===== src/source/exec_defs.svh =====
/*
 * widths shared by the execute and complete path
 * operand/result word, physical register tag, multiplier stepping
 */

`ifndef EXEC_DEFS_SVH
`define EXEC_DEFS_SVH

//////////////////////////////////////////////////////////////////////
// datapath
//////////////////////////////////////////////////////////////////////

// one operand or result word
`define EXEC_DATA_W 32

// physical register tag, 64 registers
`define EXEC_TAG_W 6

//////////////////////////////////////////////////////////////////////
// multiplier
//////////////////////////////////////////////////////////////////////

// multiplier bits retired per cycle
`define MUL_STEP_BITS 4

// iterations for a full word
`define MUL_STEPS (`EXEC_DATA_W / `MUL_STEP_BITS)

`endif

===== src/source/exec_pkg.sv =====
/*
 * shared types for the execute and complete path
 * data word, register tag, unit opcodes, multiplier states
 */

`include "exec_defs.svh"

package exec_pkg;

  //////////////////////////////////////////////////////////////////////
  // payload types
  //////////////////////////////////////////////////////////////////////

  // operand or result word
  typedef logic [`EXEC_DATA_W-1:0] data_t;

  // destination physical register
  typedef logic [`EXEC_TAG_W-1:0] tag_t;

  //////////////////////////////////////////////////////////////////////
  // encodings
  //////////////////////////////////////////////////////////////////////

  // opcodes seen by the units, op_mul goes to the multiplier
  typedef enum logic [3:0] {
    op_add = 4'd0,
    op_sub = 4'd1,
    op_and = 4'd2,
    op_or  = 4'd3,
    op_xor = 4'd4,
    op_shl = 4'd5,
    op_shr = 4'd6,
    op_slt = 4'd7,
    op_mul = 4'd8
  } fu_op_t;

  // multiplier control
  typedef enum logic [1:0] {
    mul_idle = 2'd0,
    mul_run  = 2'd1,
    mul_hold = 2'd2
  } mul_state_t;

endpackage


===== src/source/completion_core.sv =====
/*
 * top of the execute and complete path
 * issue router, two ALUs, multiplier, completion arbiter
 */

`include "exec_defs.svh"

module completion_core (
  input  logic             clock,
  input  logic             reset,
  input  logic             issue_req,
  input  exec_pkg::fu_op_t issue_op,
  input  exec_pkg::tag_t   issue_tag,
  input  exec_pkg::data_t  issue_a,
  input  exec_pkg::data_t  issue_b,
  output logic             issue_ack,
  output logic             cdb_valid,
  output exec_pkg::tag_t   cdb_tag,
  output exec_pkg::data_t  cdb_value
);

  // router to units
  logic             alu0_start, alu1_start, mul_start;
  exec_pkg::fu_op_t op_q;
  exec_pkg::tag_t   tag_q;
  exec_pkg::data_t  a_q, b_q;

  // units back to router
  logic alu0_free, alu1_free, mul_free;

  // units to arbiter
  logic            alu0_done, alu1_done, mul_done;
  exec_pkg::tag_t  alu0_tag, alu1_tag, mul_tag;
  exec_pkg::data_t alu0_value, alu1_value, mul_value;
  logic            alu0_grant, alu1_grant, mul_grant;

  //////////////////////////////////////////////////////////////////////
  // issue
  //////////////////////////////////////////////////////////////////////

  issue_router router (
    .clock(clock), .reset(reset),
    .issue_req(issue_req), .issue_op(issue_op), .issue_tag(issue_tag),
    .issue_a(issue_a), .issue_b(issue_b),
    .alu0_free(alu0_free), .alu1_free(alu1_free), .mul_free(mul_free),
    .issue_ack(issue_ack),
    .alu0_start(alu0_start), .alu1_start(alu1_start), .mul_start(mul_start),
    .op_q(op_q), .tag_q(tag_q), .a_q(a_q), .b_q(b_q)
  );

  //////////////////////////////////////////////////////////////////////
  // execution units
  //////////////////////////////////////////////////////////////////////

  int_alu alu0 (
    .clock(clock), .reset(reset), .start(alu0_start),
    .op(op_q), .tag(tag_q), .a(a_q), .b(b_q), .grant(alu0_grant),
    .free(alu0_free), .done(alu0_done),
    .done_tag(alu0_tag), .done_value(alu0_value)
  );

  int_alu alu1 (
    .clock(clock), .reset(reset), .start(alu1_start),
    .op(op_q), .tag(tag_q), .a(a_q), .b(b_q), .grant(alu1_grant),
    .free(alu1_free), .done(alu1_done),
    .done_tag(alu1_tag), .done_value(alu1_value)
  );

  // multiplier ignores op, only op_mul is steered here
  iter_multiplier mul (
    .clock(clock), .reset(reset), .start(mul_start),
    .tag(tag_q), .a(a_q), .b(b_q), .grant(mul_grant),
    .free(mul_free), .done(mul_done),
    .done_tag(mul_tag), .done_value(mul_value)
  );

  //////////////////////////////////////////////////////////////////////
  // completion
  //////////////////////////////////////////////////////////////////////

  completion_arbiter arbiter (
    .clock(clock), .reset(reset),
    .mul_done(mul_done), .alu0_done(alu0_done), .alu1_done(alu1_done),
    .mul_tag(mul_tag), .alu0_tag(alu0_tag), .alu1_tag(alu1_tag),
    .mul_value(mul_value), .alu0_value(alu0_value), .alu1_value(alu1_value),
    .mul_grant(mul_grant), .alu0_grant(alu0_grant), .alu1_grant(alu1_grant),
    .cdb_valid(cdb_valid), .cdb_tag(cdb_tag), .cdb_value(cdb_value)
  );

endmodule


===== src/source/completion_arbiter.sv =====
/*
 * completion arbiter
 * fixed priority multiplier > alu0 > alu1, winner muxed onto the
 * registered CDB
 */

`include "exec_defs.svh"

module completion_arbiter (
  input  logic            clock,
  input  logic            reset,
  input  logic            mul_done,
  input  logic            alu0_done,
  input  logic            alu1_done,
  input  exec_pkg::tag_t  mul_tag,
  input  exec_pkg::tag_t  alu0_tag,
  input  exec_pkg::tag_t  alu1_tag,
  input  exec_pkg::data_t mul_value,
  input  exec_pkg::data_t alu0_value,
  input  exec_pkg::data_t alu1_value,
  output logic            mul_grant,
  output logic            alu0_grant,
  output logic            alu1_grant,
  output logic            cdb_valid,
  output exec_pkg::tag_t  cdb_tag,
  output exec_pkg::data_t cdb_value
);
  import exec_pkg::*;

  tag_t  sel_tag;
  data_t sel_value;
  logic  any_done;

  //////////////////////////////////////////////////////////////////////
  // grant
  //////////////////////////////////////////////////////////////////////

  // long-latency unit first so it frees up soonest
  assign mul_grant  = mul_done;
  assign alu0_grant = alu0_done & ~mul_done;
  assign alu1_grant = alu1_done & ~mul_done & ~alu0_done;

  assign any_done = mul_done | alu0_done | alu1_done;

  // winner select, follows the grant order
  always_comb begin
    if (mul_done) begin
      sel_tag   = mul_tag;
      sel_value = mul_value;
    end else if (alu0_done) begin
      sel_tag   = alu0_tag;
      sel_value = alu0_value;
    end else begin
      sel_tag   = alu1_tag;
      sel_value = alu1_value;
    end
  end

  //////////////////////////////////////////////////////////////////////
  // CDB register
  //////////////////////////////////////////////////////////////////////

  always_ff @(posedge clock) begin
    if (reset) begin
      cdb_valid <= 1'b0;
    end else begin
      cdb_valid <= any_done;
    end
  end

  // one beat per cycle, the cycle after the grant
  always_ff @(posedge clock) begin
    if (any_done) begin
      cdb_tag   <= sel_tag;
      cdb_value <= sel_value;
    end
  end

endmodule


===== src/source/iter_multiplier.sv =====
/*
 * multi-cycle shift-and-add multiplier
 * idle/run/hold FSM, one step of multiplier bits per cycle,
 * low word of the product held until the bus grants it
 */

`include "exec_defs.svh"

module iter_multiplier (
  input  logic            clock,
  input  logic            reset,
  input  logic            start,
  input  exec_pkg::tag_t  tag,
  input  exec_pkg::data_t a,
  input  exec_pkg::data_t b,
  input  logic            grant,
  output logic            free,
  output logic            done,
  output exec_pkg::tag_t  done_tag,
  output exec_pkg::data_t done_value
);
  import exec_pkg::*;

  // enough to count every step
  typedef logic [$clog2(`MUL_STEPS+1)-1:0] cnt_t;

  mul_state_t state;
  cnt_t       step_cnt;
  data_t      mcand_q;
  data_t      mplier_q;
  data_t      acc_q;
  data_t      mcand_src;
  data_t      mplier_src;
  data_t      acc_src;
  data_t      acc_next;
  logic       last_step;

  //////////////////////////////////////////////////////////////////////
  // step datapath
  //////////////////////////////////////////////////////////////////////

  // first step runs straight off the issued operands
  assign mcand_src  = (state == mul_idle) ? a : mcand_q;
  assign mplier_src = (state == mul_idle) ? b : mplier_q;
  assign acc_src    = (state == mul_idle) ? '0 : acc_q;

  // partial product of one digit, only the low word is kept
  assign acc_next = acc_src + mcand_src *
                    {{(`EXEC_DATA_W-`MUL_STEP_BITS){1'b0}},
                     mplier_src[`MUL_STEP_BITS-1:0]};

  assign last_step = (step_cnt == cnt_t'(`MUL_STEPS - 1));

  //////////////////////////////////////////////////////////////////////
  // control
  //////////////////////////////////////////////////////////////////////

  always_ff @(posedge clock) begin
    if (reset) begin
      state    <= mul_idle;
      step_cnt <= '0;
    end else begin
      case (state)
        mul_idle: begin
          if (start) begin
            state    <= mul_run;
            step_cnt <= cnt_t'(1);
          end
        end
        mul_run: begin
          step_cnt <= step_cnt + cnt_t'(1);
          if (last_step) begin
            state <= mul_hold;
          end
        end
        mul_hold: begin
          // result leaves on the grant edge
          if (grant) begin
            state <= mul_idle;
          end
        end
        default: state <= mul_idle;
      endcase
    end
  end

  // operand shifters and accumulator, frozen in hold
  always_ff @(posedge clock) begin
    if ((state == mul_idle && start) || state == mul_run) begin
      acc_q    <= acc_next;
      mcand_q  <= mcand_src << `MUL_STEP_BITS;
      mplier_q <= mplier_src >> `MUL_STEP_BITS;
    end
    if (state == mul_idle && start) begin
      done_tag <= tag;
    end
  end

  assign free       = (state == mul_idle);
  assign done       = (state == mul_hold);
  assign done_value = acc_q;

endmodule


===== src/source/int_alu.sv =====
/*
 * single-cycle integer unit
 * add/sub, logic ops, shifts, signed compare, result held for the CDB
 */

`include "exec_defs.svh"

module int_alu (
  input  logic             clock,
  input  logic             reset,
  input  logic             start,
  input  exec_pkg::fu_op_t op,
  input  exec_pkg::tag_t   tag,
  input  exec_pkg::data_t  a,
  input  exec_pkg::data_t  b,
  input  logic             grant,
  output logic             free,
  output logic             done,
  output exec_pkg::tag_t   done_tag,
  output exec_pkg::data_t  done_value
);
  import exec_pkg::*;

  data_t result;
  logic  less;

  // signed compare for slt
  assign less = ($signed(a) < $signed(b));

  always_comb begin
    case (op)
      op_add:  result = a + b;
      op_sub:  result = a - b;
      op_and:  result = a & b;
      op_or:   result = a | b;
      op_xor:  result = a ^ b;
      // shift count from the low 5 bits of b
      op_shl:  result = a << b[4:0];
      op_shr:  result = a >> b[4:0];
      op_slt:  result = {{(`EXEC_DATA_W-1){1'b0}}, less};
      // multiply never routed here
      default: result = '0;
    endcase
  end

  //////////////////////////////////////////////////////////////////////
  // held result
  //////////////////////////////////////////////////////////////////////

  // busy from the result edge until the bus takes it
  assign free = ~done;

  always_ff @(posedge clock) begin
    if (reset) begin
      done <= 1'b0;
    end else if (start) begin
      done <= 1'b1;
    end else if (grant) begin
      done <= 1'b0;
    end
  end

  always_ff @(posedge clock) begin
    if (start) begin
      done_tag   <= tag;
      done_value <= result;
    end
  end

endmodule


===== src/source/issue_router.sv =====
/*
 * issue side of the execute path
 * four-phase req/ack acceptance, unit selection, start pulses
 */

`include "exec_defs.svh"

module issue_router (
  input  logic             clock,
  input  logic             reset,
  input  logic             issue_req,
  input  exec_pkg::fu_op_t issue_op,
  input  exec_pkg::tag_t   issue_tag,
  input  exec_pkg::data_t  issue_a,
  input  exec_pkg::data_t  issue_b,
  input  logic             alu0_free,
  input  logic             alu1_free,
  input  logic             mul_free,
  output logic             issue_ack,
  output logic             alu0_start,
  output logic             alu1_start,
  output logic             mul_start,
  output exec_pkg::fu_op_t op_q,
  output exec_pkg::tag_t   tag_q,
  output exec_pkg::data_t  a_q,
  output exec_pkg::data_t  b_q
);
  import exec_pkg::*;

  logic is_mul;
  logic target_free;
  logic accept;

  assign is_mul = (issue_op == op_mul);

  // alu0 preferred, alu1 only when alu0 is taken
  assign target_free = is_mul ? mul_free : (alu0_free | alu1_free);

  // new request only while ack is low
  assign accept = issue_req & ~issue_ack & target_free;

  //////////////////////////////////////////////////////////////////////
  // handshake and start pulses
  //////////////////////////////////////////////////////////////////////

  always_ff @(posedge clock) begin
    if (reset) begin
      issue_ack  <= 1'b0;
      alu0_start <= 1'b0;
      alu1_start <= 1'b0;
      mul_start  <= 1'b0;
    end else begin
      // one-cycle pulse into the chosen unit
      alu0_start <= accept & ~is_mul & alu0_free;
      alu1_start <= accept & ~is_mul & ~alu0_free;
      mul_start  <= accept & is_mul;
      // ack held until the requester lets go
      if (accept) begin
        issue_ack <= 1'b1;
      end else if (!issue_req) begin
        issue_ack <= 1'b0;
      end
    end
  end

  // operation fields, broadcast to all units
  always_ff @(posedge clock) begin
    if (accept) begin
      op_q  <= issue_op;
      tag_q <= issue_tag;
      a_q   <= issue_a;
      b_q   <= issue_b;
    end
  end

endmodule


===== config.mk =====
export PLATFORM = sky130hd
export DESIGN_NAME = completion_core
export DESIGN_NICKNAME = d
export VERILOG_FILES = /design/src/source/exec_pkg.sv /design/src/source/completion_core.sv /design/src/source/completion_arbiter.sv /design/src/source/iter_multiplier.sv /design/src/source/int_alu.sv /design/src/source/issue_router.sv
export VERILOG_INCLUDE_DIRS = /design/src /design/src/source
export SDC_FILE = /design/constraint.sdc
export NUM_CORES = 1
export LEC_CHECK = 0
export BUFFER_PORTS_ARGS = -buffer_cell sky130_fd_sc_hd__buf_4
export CORE_ASPECT_RATIO = 1.75
export CORE_MARGIN = 5
export CORE_UTILIZATION = 65
export DETAILED_ROUTE_END_ITERATION = 8
export PLACE_DENSITY = 0.83
export SYNTH_ARGS = -nofsm -noshare
export SYNTH_HDL_FRONTEND = slang
export SYNTH_SLANG_ARGS = --single-unit

===== constraint.sdc =====
create_clock -name clock -period 22.7 [get_ports clock]
set_input_delay 3.405 -clock clock [delete_from_list [all_inputs] [get_ports clock]]
set_output_delay 3.405 -clock clock [all_outputs]
set_load 0.03 [all_outputs]

==> results of run 1 <==
routing by layer:
layer  track usage [%]  wire length, µm  vias up
met3              7.02             7860      465
met4              31.0             8260        0
met2              69.0            39100     1488
met1              45.8            25200     9398
li1                  -                -     8335
met5                 0                0        -
final cells by class:
cell class	count	area [µm²]
clock buffers	37	744
clock inverters	14	125
fillers	2392	9630
inverters	246	925
multi-input cells	1642	12500
flip-flops and latches	295	8730
well taps	460	576
repair buffers	158	1190
registers in the layout, summed over array words and instances (netlist names), 2 cells and up:
register / flops
router.a_q: 32
alu1.done_value: 32
mul.step_cnt: 4
router.b_q: 32
alu0.done_value: 32
mul.mplier_q: 28
router.tag_q: 6
mul.done_value: 32
router.op_q: 4
mul.done_tag: 6
alu1.done_tag: 6
arbiter.cdb_tag: 6
alu0.done_tag: 6
arbiter.cdb_value: 32
mul.state: 2
mul.mcand_q: 28
cell families after synthesis:
family / after synthesis
simple gates: 634
compound gates: 561
buf+inv: 372
flops: 295
fa+ha+maj: 221
mux: 169
xor+xnor: 57
Yosys cell counts, types with 10 or more instances:
library cell / number / area (µm²)
edfxtp_1: 282 / 8470
nor2_1: 253 / 950
inv_1: 243 / 912
nand2_1: 197 / 739
o21ai_0: 167 / 836
ha_1: 133 / 1660
a21oi_1: 125 / 626
mux2i_1: 125 / 1250
fa_1: 88 / 1760
clkbuf_1: 79 / 297
xnor2_1: 45 / 394
nor3_1: 43 / 215
a22oi_1: 37 / 278
nand3_1: 33 / 165
mux4_2: 30 / 676
o211ai_1: 28 / 210
buf_2: 23 / 115
a211oi_1: 18 / 135
and2_1: 18 / 113
buf_1: 17 / 63.8
nor2b_1: 17 / 106
a21o_1: 16 / 120
a31oi_1: 13 / 81.3
dfxtp_1: 13 / 260
nand2b_1: 13 / 81.3
o21ai_1: 13 / 65.1
or3_1: 13 / 81.3
o21bai_1: 12 / 90.1
o22ai_1: 12 / 75.1
xor2_1: 12 / 105
o21a_1: 11 / 82.6
o221ai_1: 11 / 96.3
or2_2: 11 / 68.8
a211o_1: 10 / 87.6
mux2_2: 10 / 113
per-stage QoR:
stage	util (%)	hold WS, ns	cell area [µm²]	setup slack, ns
final	72.1	0.508	24800	15.63
after global routing	72.1	0.520	24800	15.56
after CTS	72.1	0.506	24800	15.94
after detailed placement	69.5	0.487	24000	16.15
after global placement	69.5	0.465	24000	16.37
after floorplan	-	0.440	22700	12.23
power by group through the flow:
stage / clock network, W / registers (W) / logic [W]
finish: 0.000458 / 0.000650 / 0.000507
floorplan: 0 / 0.000657 / 0.000335
global placement: 0 / 0.000659 / 0.000450
detailed placement: 0 / 0.000660 / 0.000471
global route: 0.000484 / 0.000651 / 0.000541
CTS: 0.000456 / 0.000649 / 0.000488
path summary, 6_finish.rpt:
kind,startpoint,end,slack [ns]
max,mul.state[0],mul.done_value[31],15.63
min,router.tag_q[4],alu1.done_tag[4],0.51
max reg2reg,mul.state[0],mul.done_value[31],15.63
min reg2reg,router.tag_q[4],alu1.done_tag[4],0.51
==> results_dict.tcl, run 1 <==
set metrics [dict create \
    tightest_slew_ns 1.21 \
    dp_hpwl_mm 57.6 \
    rsz0062_at_grt "false" \
    worst_hold_path_type "reg -> reg" \
    area_growth_pct 9.53 \
    cts.sinks 295 \
    layout_common_cells "282 x edfxtp_1, 252 x nor2_1, 241 x inv_1, 197 x nand2_1, 167 x o21ai_0" \
    syn_nets 2607 \
    synth_fa_ha_area_share_pct 15.1 \
    p_per_area_nw_per_um2 65.1 \
    fin_crit_ns 7.07 \
    drt_iter0_markers 2247 \
    ctsResizeCount 0 \
    p_int_w 0.00106 \
    die_h_um 257 \
    track_usage_pct 41.1 \
    reg2regPathDepth 20 \
    setup_tns_ns 0 \
    gp_congestion 1.03 \
    die-area_um2 38900 \
    ys_seq_area_share_pct 38.5 \
    die_w_um 151 \
    cap_violations 0 \
    antennaDiodeCount 0 \
    hold_violations 0 \
    synth_enable_flop_cells 282 \
    comb_power_share_pct 31.4 \
    routedWlPerCell_um 28.2 \
    grt_pass1_vias 20100 \
    post_cts_buffers 0 \
    max_freq_mhz 141 \
    fin_skew_ns 0.0200 \
    crit_top_cell "fa_1" \
    synth_xor_area_share_pct 2.20 \
    synth_compound_area_share_pct 16.1 \
    drt_first_pass_iters 8 \
    htree_levels 1 \
    worstPathMaxFanout 67 \
    hold_buffers 0 \
    cp_slowest_stage_delay_ns 0.72 \
    p_switching_w 0.000555 \
    rows 90 \
    synth-simple-area-share_pct 12.3 \
    fin_crit_sh_pct 31.1 \
    clk_latency_ns 0.60 \
    fin_nets 2669 \
    dp.cells 2801 \
    grt_overflow_total 0 \
    avgSynthCellArea_um2 9.82 \
    via_per_inst 6.90 \
    holdPathStages 0 \
    ys_types 88 \
    mostFrequentLayoutCell "edfxtp_1" \
    grt_pass1_wl_mm 120 \
    slowest_stage "buf_4" \
    async_flop_share_pct 0 \
    synth_seq_cells 295 \
    outcome "complete, no violations" \
    p_leak_nw 10.1 \
    syn_area_um2 22700 \
    clkTransAtPathRegs_ns 0.07 \
    clk_path_buf_depth 3 \
    synth_ff_type "edfxtp_1" \
    num_vias 19700 \
    drc 0 \
    drive_gt1_share_pct 12.2 \
    crit_cells 20 \
    boundaryPins 117 \
    final_cell_count_no_fill 2852 \
    p_seq_share_pct 40.3 \
    yosysWarnings 0 \
    required_ns 23.04 \
    endpoint_kind "register" \
    slew_headroom_pct 18.7 \
    path_delay_family "compound AO/OA/AOI/OAI gates" \
    muxShareOfSynthArea_pct 9.24 \
    path_class "reg -> reg" \
    synth_cells 2309 \
    pwr-share-clk_pct 28.3 \
    grt_max_degree 69 \
    wirelength_mm 80.4 \
    drv_slew 0 \
    synth_top_family_by_area "compound AO/OA/AOI/OAI gates" \
    final-setup-viol-count 0 \
    cts-buffers-inserted 28 \
    cp.arrival_ns 7.41 \
    start_kind "register" \
    ant_nets 0 \
    antenna_found_initial 0 \
    clockRootBuffer "clkbuf_16" \
    path_cells "or2_4 -> buf_4 -> mux2i_2 -> buf_4 -> nor2_1 -> fa_1 -> fa_1 -> inv_1 -> fa_1 -> inv_1 -> ha_1 -> a21oi_1 -> o21ai_0 -> a221oi_1 -> o32a_1 -> nand2_1 -> o221ai_1 -> o2111ai_1 -> a21oi_1 -> xnor2_1" \
    initial_core_util_pct 65.8 \
    core_um2 34500 \
    finalPower_w 0.00162 \
    swShare_pct 34.4 \
    cts_tree "built" \
    portBuffers 116 \
    ir_worst_vdd_mv 0.0684 \
    path_buf_inv 4 \
]
No activity file was read; power rests on OpenSTA's default activity.
==> run 2: changes to the inputs <==
- CORE_UTILIZATION: 65 -> 63
- PLACE_DENSITY: 0.83 -> 0.81
- clock period: 22.7 -> 6.6 ns (I/O delays scaled with it)
==> results_dict.tcl, run 2 (synthesized netlist as in run 1, its figures left out) <==
set metrics [dict create \
    worstPathMaxFanout 17 \
    stdcell_area_um2 25000 \
    timing.rr.start "mul.state[0]" \
    r2r-end "mul.done_value[30]" \
    p_leak_nw 10.2 \
    portBuffers 116 \
    pwr-share-clk_pct 30.3 \
    drc 0 \
    cp.arrival_ns 6.36 \
    timing.reg2reg.setup_slack_ns 0.57 \
    die_w_um 153 \
    fin_nets 2672 \
    slew_headroom_pct 8.98 \
    holdPathStages 0 \
    clockRootBuffer "clkbuf_16" \
    p_seq_share_pct 39.8 \
    die-area_um2 40000 \
    timing.hold.ws_ns 0.477 \
    swShare_pct 32.9 \
    post_cts_buffers 0 \
    rsz0062_at_grt "false" \
    tightest_slew_ns 1.36 \
    reg2regPathDepth 18 \
    ant_nets 0 \
    num_vias 19000 \
    area_growth_pct 10.1 \
    drt_iter0_markers 1977 \
    routedWlPerCell_um 26.8 \
    worst_hold_path_type "reg -> reg" \
    track_usage_pct 37.8 \
    setup_tns_ns 0 \
    grt_pass1_wl_mm 115 \
    nFillCells 2619 \
    drt_first_pass_iters 5 \
    p_int_w 0.00376 \
    ir_worst_vdd_mv 0.247 \
    wirelength_mm 76.8 \
    regArea_um2 8730 \
    hold_violations 0 \
    clk_latency_ns 0.58 \
    dp_hpwl_mm 58.2 \
    final-setup-viol-count 0 \
    via_per_inst 6.63 \
    rows 92 \
    initial_core_util_pct 63.3 \
    gp_congestion 1.04 \
    required_ns 6.93 \
    fin_crit_sh_pct 91.3 \
    drv_slew 0 \
    comb_power_share_pct 30.0 \
    htree_levels 1 \
    grt_overflow_total 0 \
    place_area_um2 24000 \
    boundaryPins 117 \
    cap_violations 0 \
    path_class "reg -> reg" \
    worst_slack_ns 0.575 \
    layout_common_cells "282 x edfxtp_1, 252 x nor2_1, 241 x inv_1, 197 x nand2_1, 167 x o21ai_0" \
    max_freq_mhz 166 \
    grt_max_degree 61 \
    cts-buffers-inserted 27 \
    hold_buffers 0 \
    drive_gt1_share_pct 12.8 \
    p_switching_w 0.00185 \
    ctsResizeCount 0 \
    grt_pass1_vias 19400 \
    clk_path_buf_depth 3 \
    dpl_worst_slack_ns 0.751 \
    cts.sinks 295 \
    die_h_um 261 \
    p_per_area_nw_per_um2 225 \
    finalPower_w 0.00561 \
    mostFrequentLayoutCell "edfxtp_1" \
    start_kind "register" \
    outcome "complete, no violations" \
    fin_skew_ns 0.0177 \
    endpoint_kind "register" \
    antenna_found_initial 3 \
    clkTransAtPathRegs_ns 0.07 \
    cts_tree "built" \
    fin_crit_ns 6.03 \
    min-delay-start "router.tag_q[4]" \
    multi_input_area_um2 12600 \
    core_um2 35800 \
    hold_end "mul.done_tag[4]" \
]
[run 2: final cells by class]
class | instances | area share [%]
inverters | 246 | 3.70
multi-input cells | 1642 | 50.3
repair buffers | 162 | 4.87
flip-flops and latches | 295 | 35.0
clock inverters | 21 | 1.03
diodes | 1 | 0.0100
well taps | 470 | 2.36
clock buffers | 29 | 2.78
[run 2: worst max path at each step]
stage	slack, ns	end	start
2_1_floorplan	0.99	mul.done_value[30]	mul.state[0]
3_3_place_gp	0.92	mul.done_value[31]	mul.state[0]
3_5_place_dp	0.75	mul.done_value[31]	mul.state[0]
4_1_cts	0.67	mul.done_value[30]	mul.state[0]
5_1_grt	0.31	mul.done_value[31]	mul.state[0]
6_report	0.57	mul.done_value[30]	mul.state[0]
[run 2: critical path, stage by stage (launching register included)]
cell	delay [ns]
dfxtp_1	0.41
nor2_4	0.46
buf_4	0.38
mux2i_2	0.64
nor2_1	0.17
fa_1	0.57
inv_1	0.06
fa_1	0.48
inv_1	0.05
ha_1	0.36
nand3_1	0.15
o211ai_1	0.13
o41a_1	0.41
o21ai_2	0.32
o211ai_1	0.23
a41o_1	0.31
a41o_1	0.30
o41ai_2	0.25
xnor2_1	0.10
[run 2: through the flow]
stage | std cells | util [%]
6_report | 2866 | 69.7
5_1_grt | 2865 | 69.7
4_1_cts | 2865 | 69.7
3_5_place_dp | 2815 | 67.1
3_3_place_gp | 2815 | 67.1
2_1_floorplan | 2309 | -
[run 2: power by group through the flow]
stage / clock network, W / logic (W) / registers, W
2_1_floorplan: 0 / 0.00115 / 0.00226
3_3_place_gp: 0 / 0.00156 / 0.00227
3_5_place_dp: 0 / 0.00161 / 0.00227
4_1_cts: 0.00170 / 0.00163 / 0.00223
5_1_grt: 0.00179 / 0.00183 / 0.00224
6_report: 0.00170 / 0.00168 / 0.00223
[run 2: per-layer routing]
metal	share of wire, %	up-vias	GRT usage [%]	routed length, µm
met5	0.017	-	0	13
met4	9.3	2	27.4	7110
met3	7.7	334	6.02	5920
met2	50	1112	67.0	38300
met1	33	9184	40.8	25400
li1	-	8357	-	-
